**src/isa_pkg.sv**
```systemverilog
`default_nettype none

package isa_pkg;

    typedef logic [31:0] word_t;
    typedef logic [4:0]  reg_addr_t;
    typedef logic [6:0]  opcode_t;
    typedef logic [2:0]  funct3_t;

    // major opcodes of the kept subset
    localparam opcode_t op_alu_reg = 7'b0110011;
    localparam opcode_t op_alu_imm = 7'b0010011;
    localparam opcode_t op_load    = 7'b0000011;
    localparam opcode_t op_store   = 7'b0100011;
    localparam opcode_t op_branch  = 7'b1100011;
    localparam opcode_t op_jal     = 7'b1101111;
    localparam opcode_t op_jalr    = 7'b1100111;
    localparam opcode_t op_lui     = 7'b0110111;

    // alu operations, sub and sra share codes with add and srl
    localparam funct3_t f3_add  = 3'b000;
    localparam funct3_t f3_sll  = 3'b001;
    localparam funct3_t f3_slt  = 3'b010;
    localparam funct3_t f3_sltu = 3'b011;
    localparam funct3_t f3_xor  = 3'b100;
    localparam funct3_t f3_srl  = 3'b101;
    localparam funct3_t f3_or   = 3'b110;
    localparam funct3_t f3_and  = 3'b111;

    // branch conditions
    localparam funct3_t f3_beq  = 3'b000;
    localparam funct3_t f3_bne  = 3'b001;
    localparam funct3_t f3_blt  = 3'b100;
    localparam funct3_t f3_bge  = 3'b101;
    localparam funct3_t f3_bltu = 3'b110;
    localparam funct3_t f3_bgeu = 3'b111;

    // load and store sizes
    localparam funct3_t f3_byte = 3'b000;
    localparam funct3_t f3_word = 3'b010;

endpackage

`default_nettype wire

```
**src/core_pkg.sv**
```systemverilog
`default_nettype none

package core_pkg;

    import isa_pkg::*;

    typedef logic [11:0] inst_addr_t;
    typedef logic [13:0] data_addr_t;

    localparam int len_strobe = 4;

    typedef logic [len_strobe-1:0] strobe_t;

    typedef enum logic [2:0] {
        st_fetch,
        st_fetch_wait,
        st_decode,
        st_execute,
        st_execute_wait,
        st_write
    } ctrl_state_t;

    typedef enum logic [2:0] {
        cls_alu,
        cls_load,
        cls_store,
        cls_branch,
        cls_jal,
        cls_jalr,
        cls_lui
    } op_class_t;

    // registered at the end of decode
    typedef struct packed {
        op_class_t  op_class;
        funct3_t    funct3;
        logic       alt;
        logic       use_imm;
        word_t      rs1;
        word_t      rs2;
        word_t      imm;
        reg_addr_t  rd;
        inst_addr_t target;
    } decoded_t;

    typedef struct packed {
        logic       write_en;
        reg_addr_t  rd;
        word_t      value;
        inst_addr_t next_pc;
    } exec_result_t;

endpackage

`default_nettype wire

```
**src/alu.sv**
```systemverilog
`default_nettype none

module alu
    import isa_pkg::*;
(
    input  wire funct3_t funct3,
    input  wire          alt,
    input  wire          use_imm,
    input  wire word_t   a,
    input  wire word_t   b,
    input  wire word_t   imm,
    output word_t        result,
    output logic         taken
);

    word_t      op2;
    logic [4:0] shamt;

    assign op2   = use_imm ? imm : b;
    assign shamt = op2[4:0];

    always_comb begin
        case (funct3)
            // bit 30 of an addi is part of its immediate
            f3_add:  result = (alt && !use_imm) ? a - op2 : a + op2;
            f3_sll:  result = a << shamt;
            f3_slt:  result = word_t'($signed(a) < $signed(op2));
            f3_sltu: result = word_t'(a < op2);
            f3_xor:  result = a ^ op2;
            f3_srl: begin
                // sra keeps the sign bit
                if (alt) begin
                    result = $signed(a) >>> shamt;
                end else begin
                    result = a >> shamt;
                end
            end
            f3_or:   result = a | op2;
            f3_and:  result = a & op2;
            default: result = a + op2;
        endcase
    end

    // branch condition always on the two register values
    always_comb begin
        case (funct3)
            f3_beq:  taken = (a == b);
            f3_bne:  taken = (a != b);
            f3_blt:  taken = ($signed(a) < $signed(b));
            f3_bge:  taken = ($signed(a) >= $signed(b));
            f3_bltu: taken = (a < b);
            f3_bgeu: taken = (a >= b);
            default: taken = 1'b0;
        endcase
    end

endmodule

`default_nettype wire

```
**src/cpu.sv**
```systemverilog
`default_nettype none

module cpu
    import isa_pkg::*;
    import core_pkg::*;
(
    input  wire             clk,
    input  wire             rstn,
    output logic            inst_req,
    output inst_addr_t      inst_addr,
    input  wire             inst_ack,
    input  wire word_t      inst_data,
    output logic            data_req,
    output logic            data_we,
    output strobe_t         data_strobe,
    output data_addr_t      data_addr,
    output word_t           data_wdata,
    input  wire             data_ack,
    input  wire word_t      data_rdata
);

    ctrl_state_t  state;
    inst_addr_t   pc;
    inst_addr_t   pc_seq;
    decoded_t     dec_c;
    decoded_t     dec_q;
    exec_result_t res;

    logic      fetch_start;
    logic      fetch_done;
    word_t     inst_word;
    reg_addr_t ra1;
    reg_addr_t ra2;
    word_t     rd1;
    word_t     rd2;
    word_t     alu_result;
    logic      alu_taken;
    logic      is_mem;
    logic      mem_start;
    logic      mem_done;
    word_t     mem_rdata;
    logic      rf_we;

    assign pc_seq      = pc + 12'd4;
    assign is_mem      = (dec_q.op_class == cls_load) || (dec_q.op_class == cls_store);
    assign fetch_start = (state == st_fetch);
    assign mem_start   = (state == st_execute) && is_mem;
    assign rf_we       = (state == st_write) && res.write_en;

    reg_file i_reg_file (
        .clk(clk), .rstn(rstn), .we(rf_we), .wa(res.rd), .wd(res.value),
        .ra1(ra1), .ra2(ra2), .rd1(rd1), .rd2(rd2)
    );

    fetch_unit i_fetch_unit (
        .clk(clk), .rstn(rstn), .start(fetch_start), .pc(pc),
        .done(fetch_done), .inst(inst_word),
        .inst_req(inst_req), .inst_addr(inst_addr),
        .inst_ack(inst_ack), .inst_data(inst_data)
    );

    decoder i_decoder (
        .inst(inst_word), .pc(pc), .ra1(ra1), .ra2(ra2),
        .rd1(rd1), .rd2(rd2), .dec(dec_c)
    );

    alu i_alu (
        .funct3(dec_q.funct3), .alt(dec_q.alt), .use_imm(dec_q.use_imm),
        .a(dec_q.rs1), .b(dec_q.rs2), .imm(dec_q.imm),
        .result(alu_result), .taken(alu_taken)
    );

    mem_unit i_mem_unit (
        .clk(clk), .rstn(rstn), .start(mem_start),
        .store(dec_q.op_class == cls_store), .funct3(dec_q.funct3),
        .base(dec_q.rs1), .offset(dec_q.imm), .wdata(dec_q.rs2),
        .done(mem_done), .rdata(mem_rdata),
        .data_req(data_req), .data_we(data_we), .data_strobe(data_strobe),
        .data_addr(data_addr), .data_wdata(data_wdata),
        .data_ack(data_ack), .data_rdata(data_rdata)
    );

    // result of the instruction, stable from execute through write
    always_comb begin
        res.write_en = 1'b0;
        res.rd       = dec_q.rd;
        res.value    = alu_result;
        res.next_pc  = pc_seq;
        case (dec_q.op_class)
            cls_alu: begin
                res.write_en = 1'b1;
            end
            cls_lui: begin
                res.write_en = 1'b1;
                res.value    = dec_q.imm;
            end
            cls_load: begin
                res.write_en = 1'b1;
                res.value    = mem_rdata;
            end
            cls_branch: begin
                if (alu_taken) begin
                    res.next_pc = dec_q.target;
                end
            end
            cls_jal, cls_jalr: begin
                res.write_en = 1'b1;
                res.value    = word_t'(pc_seq);
                res.next_pc  = dec_q.target;
            end
            default: begin
                res.write_en = 1'b0;
            end
        endcase
    end

    always_ff @(posedge clk) begin
        if (!rstn) begin
            state <= st_fetch;
            pc    <= '0;
        end else begin
            case (state)
                st_fetch: begin
                    state <= st_fetch_wait;
                end
                st_fetch_wait: begin
                    if (fetch_done) begin
                        state <= st_decode;
                    end
                end
                st_decode: begin
                    state <= st_execute;
                end
                st_execute: begin
                    state <= is_mem ? st_execute_wait : st_write;
                end
                st_execute_wait: begin
                    if (mem_done) begin
                        state <= st_write;
                    end
                end
                st_write: begin
                    // word-aligned fetch address
                    pc    <= {res.next_pc[11:2], 2'b00};
                    state <= st_fetch;
                end
                default: begin
                    state <= st_fetch;
                end
            endcase
        end
    end

    // operands captured while the register file is stable
    always_ff @(posedge clk) begin
        if (state == st_decode) begin
            dec_q <= dec_c;
        end
    end

endmodule

`default_nettype wire

```
**src/decoder.sv**
```systemverilog
`default_nettype none

module decoder
    import isa_pkg::*;
    import core_pkg::*;
(
    input  wire word_t      inst,
    input  wire inst_addr_t pc,
    output reg_addr_t       ra1,
    output reg_addr_t       ra2,
    input  wire word_t      rd1,
    input  wire word_t      rd2,
    output decoded_t        dec
);

    opcode_t opcode;
    word_t   imm_i;
    word_t   imm_s;
    word_t   imm_b;
    word_t   imm_j;
    word_t   imm_u;

    assign opcode = inst[6:0];
    assign ra1    = inst[19:15];
    assign ra2    = inst[24:20];

    // sign-extended immediates of each format
    assign imm_i = {{20{inst[31]}}, inst[31:20]};
    assign imm_s = {{20{inst[31]}}, inst[31:25], inst[11:7]};
    assign imm_b = {{19{inst[31]}}, inst[31], inst[7], inst[30:25], inst[11:8], 1'b0};
    assign imm_j = {{11{inst[31]}}, inst[31], inst[19:12], inst[20], inst[30:21], 1'b0};
    assign imm_u = {inst[31:12], 12'b0};

    always_comb begin
        dec.op_class = cls_alu;
        dec.funct3   = inst[14:12];
        dec.alt      = inst[30];
        dec.use_imm  = 1'b0;
        dec.rs1      = rd1;
        dec.rs2      = rd2;
        dec.imm      = imm_i;
        dec.rd       = inst[11:7];
        dec.target   = pc + imm_b[11:0];

        case (opcode)
            op_alu_reg: begin
                dec.op_class = cls_alu;
            end
            op_alu_imm: begin
                dec.op_class = cls_alu;
                dec.use_imm  = 1'b1;
            end
            op_load: begin
                dec.op_class = cls_load;
            end
            op_store: begin
                dec.op_class = cls_store;
                dec.imm      = imm_s;
            end
            op_branch: begin
                dec.op_class = cls_branch;
                dec.imm      = imm_b;
            end
            op_jal: begin
                dec.op_class = cls_jal;
                dec.imm      = imm_j;
                dec.target   = pc + imm_j[11:0];
            end
            op_jalr: begin
                dec.op_class = cls_jalr;
                dec.target   = rd1[11:0] + imm_i[11:0];
            end
            op_lui: begin
                dec.op_class = cls_lui;
                dec.imm      = imm_u;
            end
            default: begin
                // unknown opcode runs as an add into x0
                dec.rd = '0;
            end
        endcase
    end

endmodule

`default_nettype wire

```
**src/fetch_unit.sv**
```systemverilog
`default_nettype none

module fetch_unit
    import isa_pkg::*;
    import core_pkg::*;
(
    input  wire             clk,
    input  wire             rstn,
    input  wire             start,
    input  wire inst_addr_t pc,
    output logic            done,
    output word_t           inst,
    output logic            inst_req,
    output inst_addr_t      inst_addr,
    input  wire             inst_ack,
    input  wire word_t      inst_data
);

    always_ff @(posedge clk) begin
        if (!rstn) begin
            inst_req <= 1'b0;
        end else if (start) begin
            inst_req <= 1'b1;
        end else if (inst_ack) begin
            inst_req <= 1'b0;
        end
    end

    // address and returned word
    always_ff @(posedge clk) begin
        if (start) begin
            inst_addr <= pc;
        end
        if (inst_req && inst_ack) begin
            inst <= inst_data;
        end
    end

    // request drops right after the ack, so this is a single cycle
    assign done = inst_req && inst_ack;

endmodule

`default_nettype wire

```
**src/mem_unit.sv**
```systemverilog
`default_nettype none

module mem_unit
    import isa_pkg::*;
    import core_pkg::*;
(
    input  wire          clk,
    input  wire          rstn,
    input  wire          start,
    input  wire          store,
    input  wire funct3_t funct3,
    input  wire word_t   base,
    input  wire word_t   offset,
    input  wire word_t   wdata,
    output logic         done,
    output word_t        rdata,
    output logic         data_req,
    output logic         data_we,
    output strobe_t      data_strobe,
    output data_addr_t   data_addr,
    output word_t        data_wdata,
    input  wire          data_ack,
    input  wire word_t   data_rdata
);

    data_addr_t addr;
    strobe_t    strobe;
    word_t      wdata_lane;

    assign addr = data_addr_t'(base + offset);

    // sb puts the byte on every lane and enables one of them
    always_comb begin
        case (funct3)
            f3_byte: begin
                strobe     = strobe_t'(1) << addr[1:0];
                wdata_lane = {4{wdata[7:0]}};
            end
            f3_word: begin
                strobe     = '1;
                wdata_lane = wdata;
            end
            default: begin
                strobe     = '1;
                wdata_lane = wdata;
            end
        endcase
    end

    always_ff @(posedge clk) begin
        if (!rstn) begin
            data_req <= 1'b0;
            data_we  <= 1'b0;
        end else if (start) begin
            data_req <= 1'b1;
            data_we  <= store;
        end else if (data_ack) begin
            data_req <= 1'b0;
            data_we  <= 1'b0;
        end
    end

    always_ff @(posedge clk) begin
        if (start) begin
            data_addr   <= addr;
            data_strobe <= store ? strobe : '1;
            data_wdata  <= wdata_lane;
        end
        if (data_req && data_ack && !data_we) begin
            rdata <= data_rdata;
        end
    end

    assign done = data_req && data_ack;

endmodule

`default_nettype wire

```
**src/reg_file.sv**
```systemverilog
`default_nettype none

module reg_file
    import isa_pkg::*;
(
    input  wire       clk,
    input  wire       rstn,
    input  wire       we,
    input  wire       reg_addr_t wa,
    input  wire       word_t wd,
    input  wire       reg_addr_t ra1,
    input  wire       reg_addr_t ra2,
    output word_t     rd1,
    output word_t     rd2
);

    // x0 has no storage
    word_t regs [31:1];

    always_ff @(posedge clk) begin
        if (!rstn) begin
            for (int i = 1; i < 32; i++) begin
                regs[i] <= '0;
            end
        end else if (we && wa != '0) begin
            regs[wa] <= wd;
        end
    end

    assign rd1 = (ra1 == '0) ? '0 : regs[ra1];
    assign rd2 = (ra2 == '0) ? '0 : regs[ra2];

endmodule

`default_nettype wire

```
**config.mk**
```make
export PLATFORM = sky130hd
export DESIGN_NAME = cpu
export DESIGN_NICKNAME = d
export VERILOG_FILES = /design/src/isa_pkg.sv /design/src/core_pkg.sv /design/src/alu.sv /design/src/cpu.sv /design/src/decoder.sv /design/src/fetch_unit.sv /design/src/mem_unit.sv /design/src/reg_file.sv
export SDC_FILE = /design/constraint.sdc
export NUM_CORES = 2
export LEC_CHECK = 0
export ABC_CLOCK_PERIOD_IN_PS = 6500
export BUFFER_PORTS_ARGS = -buffer_cell sky130_fd_sc_hd__buf_2
export CORE_AREA = 2 2 474 288
export DETAILED_ROUTE_END_ITERATION = 8
export DIE_AREA = 0 0 476 290
export GPL_TIMING_DRIVEN = 0
export PLACE_DENSITY = 0.74
export SLEW_MARGIN = 20
export SYNTH_ARGS = -nofsm -noshare
export SYNTH_HDL_FRONTEND = slang
export SYNTH_SLANG_ARGS = --single-unit
```
**constraint.sdc**
```tcl
create_clock -name clk -period 6.5 [get_ports clk]
set_input_delay 1.3 -clock clk [delete_from_list [all_inputs] [get_ports clk]]
set_output_delay 1.3 -clock clk [all_outputs]
set_load 0.05 [all_outputs]
```
==> impl_metrics.json <==
{
  "status": "finished with violations",
  "violations": "setup timing",
  "first_pass_iters": 9,
  "start_kind": "flip-flop",
  "cts.clk_slew.worst_paths_ps": 80,
  "die_x_um": 476,
  "cts_sinks": 1288,
  "setup_tns_ps": -36.66,
  "critical_path_arrival_ps": 7120,
  "grt_util_met1_pct": 65.06,
  "p_seq_share_pct": 49.9,
  "die_area_mm2": 0.1380,
  "hold_buffers": 0,
  "htree_levels": 3,
  "max_slew_margin_pct": 11.94,
  "grtUsageMet2_pct": 51.01,
  "maxCapViolations": 0,
  "start_util_pct": 54.70,
  "place.gp.congestion": 1.100,
  "p_per_area_mw_per_mm2": 235.0,
  "drt_iter0_drc": 11250,
  "cts_buffer_depth": 3,
  "busiest_layer": "met1",
  "setup_ws_ps": -36.66,
  "syn_to_final_growth_pct": 11.43,
  "final_nets": 6191,
  "drive_gt1_share_pct": 21.49,
  "grt_max_degree": 29,
  "ant_nets": 0,
  "numCtsBuffers": 115,
  "core_area_mm2": 0.1334,
  "setup_violations": 1,
  "internal-power_w": 0.01417,
  "dpl.hpwl_mm": 231.7,
  "cts_tree": "built",
  "instances_no_fill": 7862,
  "peakVddDrop_uv": 251.7,
  "syn_area_mm2": 0.07296,
  "skew_ps": 53.75,
  "synthCells": 5625,
  "async_flop_share_pct": 0,
  "synth_ff_type": "edfxtp_1",
  "wl_per_cell_um": 37.16,
  "path_max_fanout": 11,
  "grt-ovfl-total": 0,
  "grt_pass1_vias": 53120,
  "routed_via_density": 7.149,
  "power.total_w": 0.01911,
  "syn_area_per_cell_um2": 12.97,
  "die_h_um": 290,
  "p_switching_w": 0.004933,
  "rsz0062_at_grt": "no",
  "timing.rr.start": "dec_q[113]",
  "required_ps": 7080,
  "routed_wl_mm": 292.2,
  "clock-root-buffer": "clkbuf_16",
  "yosysWarnings": 0,
  "track_usage_pct": 42.21,
  "finalHoldViolations": 0,
  "clk_latency_ps": 790,
  "fmax_ghz": 0.1530,
  "finalCritPeriodShare_pct": 100.6,
  "synth_cell_type_count": 91,
  "worstSetupStartpoint": "dec_q[113]",
  "seq_area_frac_synth_pct": 52.72,
  "synth_edf_count": 1267,
  "ys_ff_latch": 1288,
  "p_leak_nw": 29.67,
  "p_sw_share_pct": 25.82,
  "portBuffers": 130,
  "met3_usage_pct": 21.65,
  "path_class": "flip-flop to flip-flop",
  "cp-end-kind": "flip-flop",
  "grt_pass1_wl_mm": 404.4,
  "row_count": 104,
  "combPwrFrac_pct": 11.9,
  "dr_total_vias": 56200,
  "io-pin-count": 133,
  "finalInstanceArea_mm2": 0.08130,
  "fin_crit_ps": 6537,
  "final_util_pct": 60.96,
  "fill_cells": 10160,
  "drv_slew": 0,
  "drc_errors": 0,
  "dp_cells": 7638,
  "tightest_slew_ps": 1321,
  "hp-start": "i_fetch_unit.inst[13]",
  "place_area_mm2": 0.07706,
  "antenna_found_initial": 12,
  "clkPwrFrac_pct": 38.2,
  "min_path_type": "flip-flop to flip-flop"
}
placed cells by master, fill, tap and decap left out, drive strengths merged, types with 9 or more instances in the layout:
cell and instances:
nand2b 21, nand4 20, o21bai 15, o211ai 43, a21oi 173, and2 11, a31oi 28, or3 15
clkbuf 498, o31ai 19, mux2 23, o32ai 13, nand3 48, o22ai 15, o221ai 21, edfxtp 1267
nor3 82, ha 162, xor2 20, nor4 9, a221oi 26, a21o 31, o21ai 190, o21a 39
xnor2 47, conb 34, dfxtp 21, mux2i 195, bufinv 15, inv 182, nor2b 45, nor2 1218
clkinv 50, a211oi 23, buf 320, mux4 647, nand2 319
metrics by stage:
step | hold WS, ps | worst slack [ps]
floorplan | 426.2 | 61.81
global placement | 483.0 | -2639
detailed placement | 487.7 | -1804
CTS | 490.6 | 1.272
global route | 495.8 | 7.527
finish | 500.8 | -36.66
worst max-delay path: stages, from the launching register on:
cell and delay, ps:
edfxtp_1 340, buf_4 330, mux2i_4 640, buf_6 280
buf_6 220, buf_2 460, ha_1 370, a21oi_1 390
o21ai_1 1030, o21ai_0 580, nor2_1 260, or4_1 280
o2111ai_1 550, buf_2 410, nor2_1 160
cell families after synthesis:
group,after synthesis,share of synthesized area [%]
mux,865,23.04
fa+ha+maj,166,2.888
xor+xnor,67,0.8042
buf+inv,674,3.675
compound gates,727,6.503
simple gates,1837,10.37
other cells,1,0.005140
flops,1288,52.72
layout make-up:
class                      count  area, um2  area share, %
sequential                  1288      38470          47.31
multi-input combinational   3696      32330          39.76
clock buffer                 137       2990          3.678
tap                         1802       2255          2.773
buffer                       493       2092          2.573
timing repair buffer         188       1589          1.954
clock inverter                77      908.4          1.117
inverter                     175      659.4         0.8110
antenna                        6      15.01        0.01847
layer usage:
metal	share of wire, %	routed length [um]
met1	40	116400
met4	3.5	10100
met3	20	57370
met2	37	108100
met5	0.060	174
synthesized netlist by cell type (9+ instances only):
cell      count  area share [%]
a21o_1       31            0.32
mux2_2       23            0.35
o22ai_1      15            0.13
clkbuf_1    350             1.8
inv_1       164            0.84
a211oi_1     21            0.22
mux4_2      647              20
nor2b_1      45            0.39
nand2_1     319             1.6
nand2b_1     21            0.18
o221ai_1     20            0.24
o211ai_1     43            0.44
inv_2         9           0.046
buf_1        62            0.32
a31oi_1      27            0.23
edfxtp_1   1267              52
ha_1        162             2.8
buf_2        77            0.53
xor2_1       20            0.24
a21oi_1     172             1.2
or3_1        15            0.13
mux2i_1     193             2.6
o21ai_0     181             1.2
and2_1       10           0.086
xnor2_1      47            0.56
o32ai_1      12            0.14
nor4_1        9           0.077
o31ai_1      18            0.19
nand4_1      20            0.17
dfxtp_1      21            0.58
o21a_1       39            0.40
nor2_1     1218             6.3
a221oi_1     24            0.29
nor3_1       81            0.56
o21bai_1     15            0.15
nand3_1      48            0.33
o21ai_1       9           0.062
sequential cells by signal, summed over array words and instances, names as in the netlist, named ones only:
| register | flops |
|---|---|
| i_mem_unit.data_strobe | 4 |
| state | 3 |
| i_mem_unit.data_addr | 14 |
| i_mem_unit.data_wdata | 32 |
| dec_q | 119 |
| i_mem_unit.data_we | 1 |
| i_fetch_unit.inst | 32 |
| i_mem_unit.rdata | 32 |
| i_fetch_unit.inst_req | 1 |
| pc | 10 |
| i_mem_unit.data_req | 1 |
| i_reg_file.regs | 1024 |
| i_fetch_unit.inst_addr | 10 |
power by group through the flow:
stage               Combinational [W]  Clock, W  Sequential (W)
finish                        0.00228   0.00729         0.00953
global route                  0.00234   0.00756         0.00955
CTS                           0.00219   0.00727         0.00952
detailed placement            0.00217         0         0.00970
global placement              0.00208         0         0.00969
floorplan                     0.00137         0         0.00965
path summary, 6_finish.rpt:
check	to	slack, ps	cells after the start
worst max-delay path	i_reg_file.regs[25][14]	-40	14
worst min register to register	dec_q[116]	500	0
worst min-delay path	dec_q[116]	500	0
worst max register to register	i_reg_file.regs[25][14]	-40	14
what timing repair did:
action | CTS | global route
hold endpoints to repair | 0 | 0
gates resized for setup | 32 | 48
setup endpoints to repair | 864 | 575
cloned | 0 | 0
setup buffers | 5 | 3
pin swaps | 2 | 2
Power figures use the tool's default switching activity.
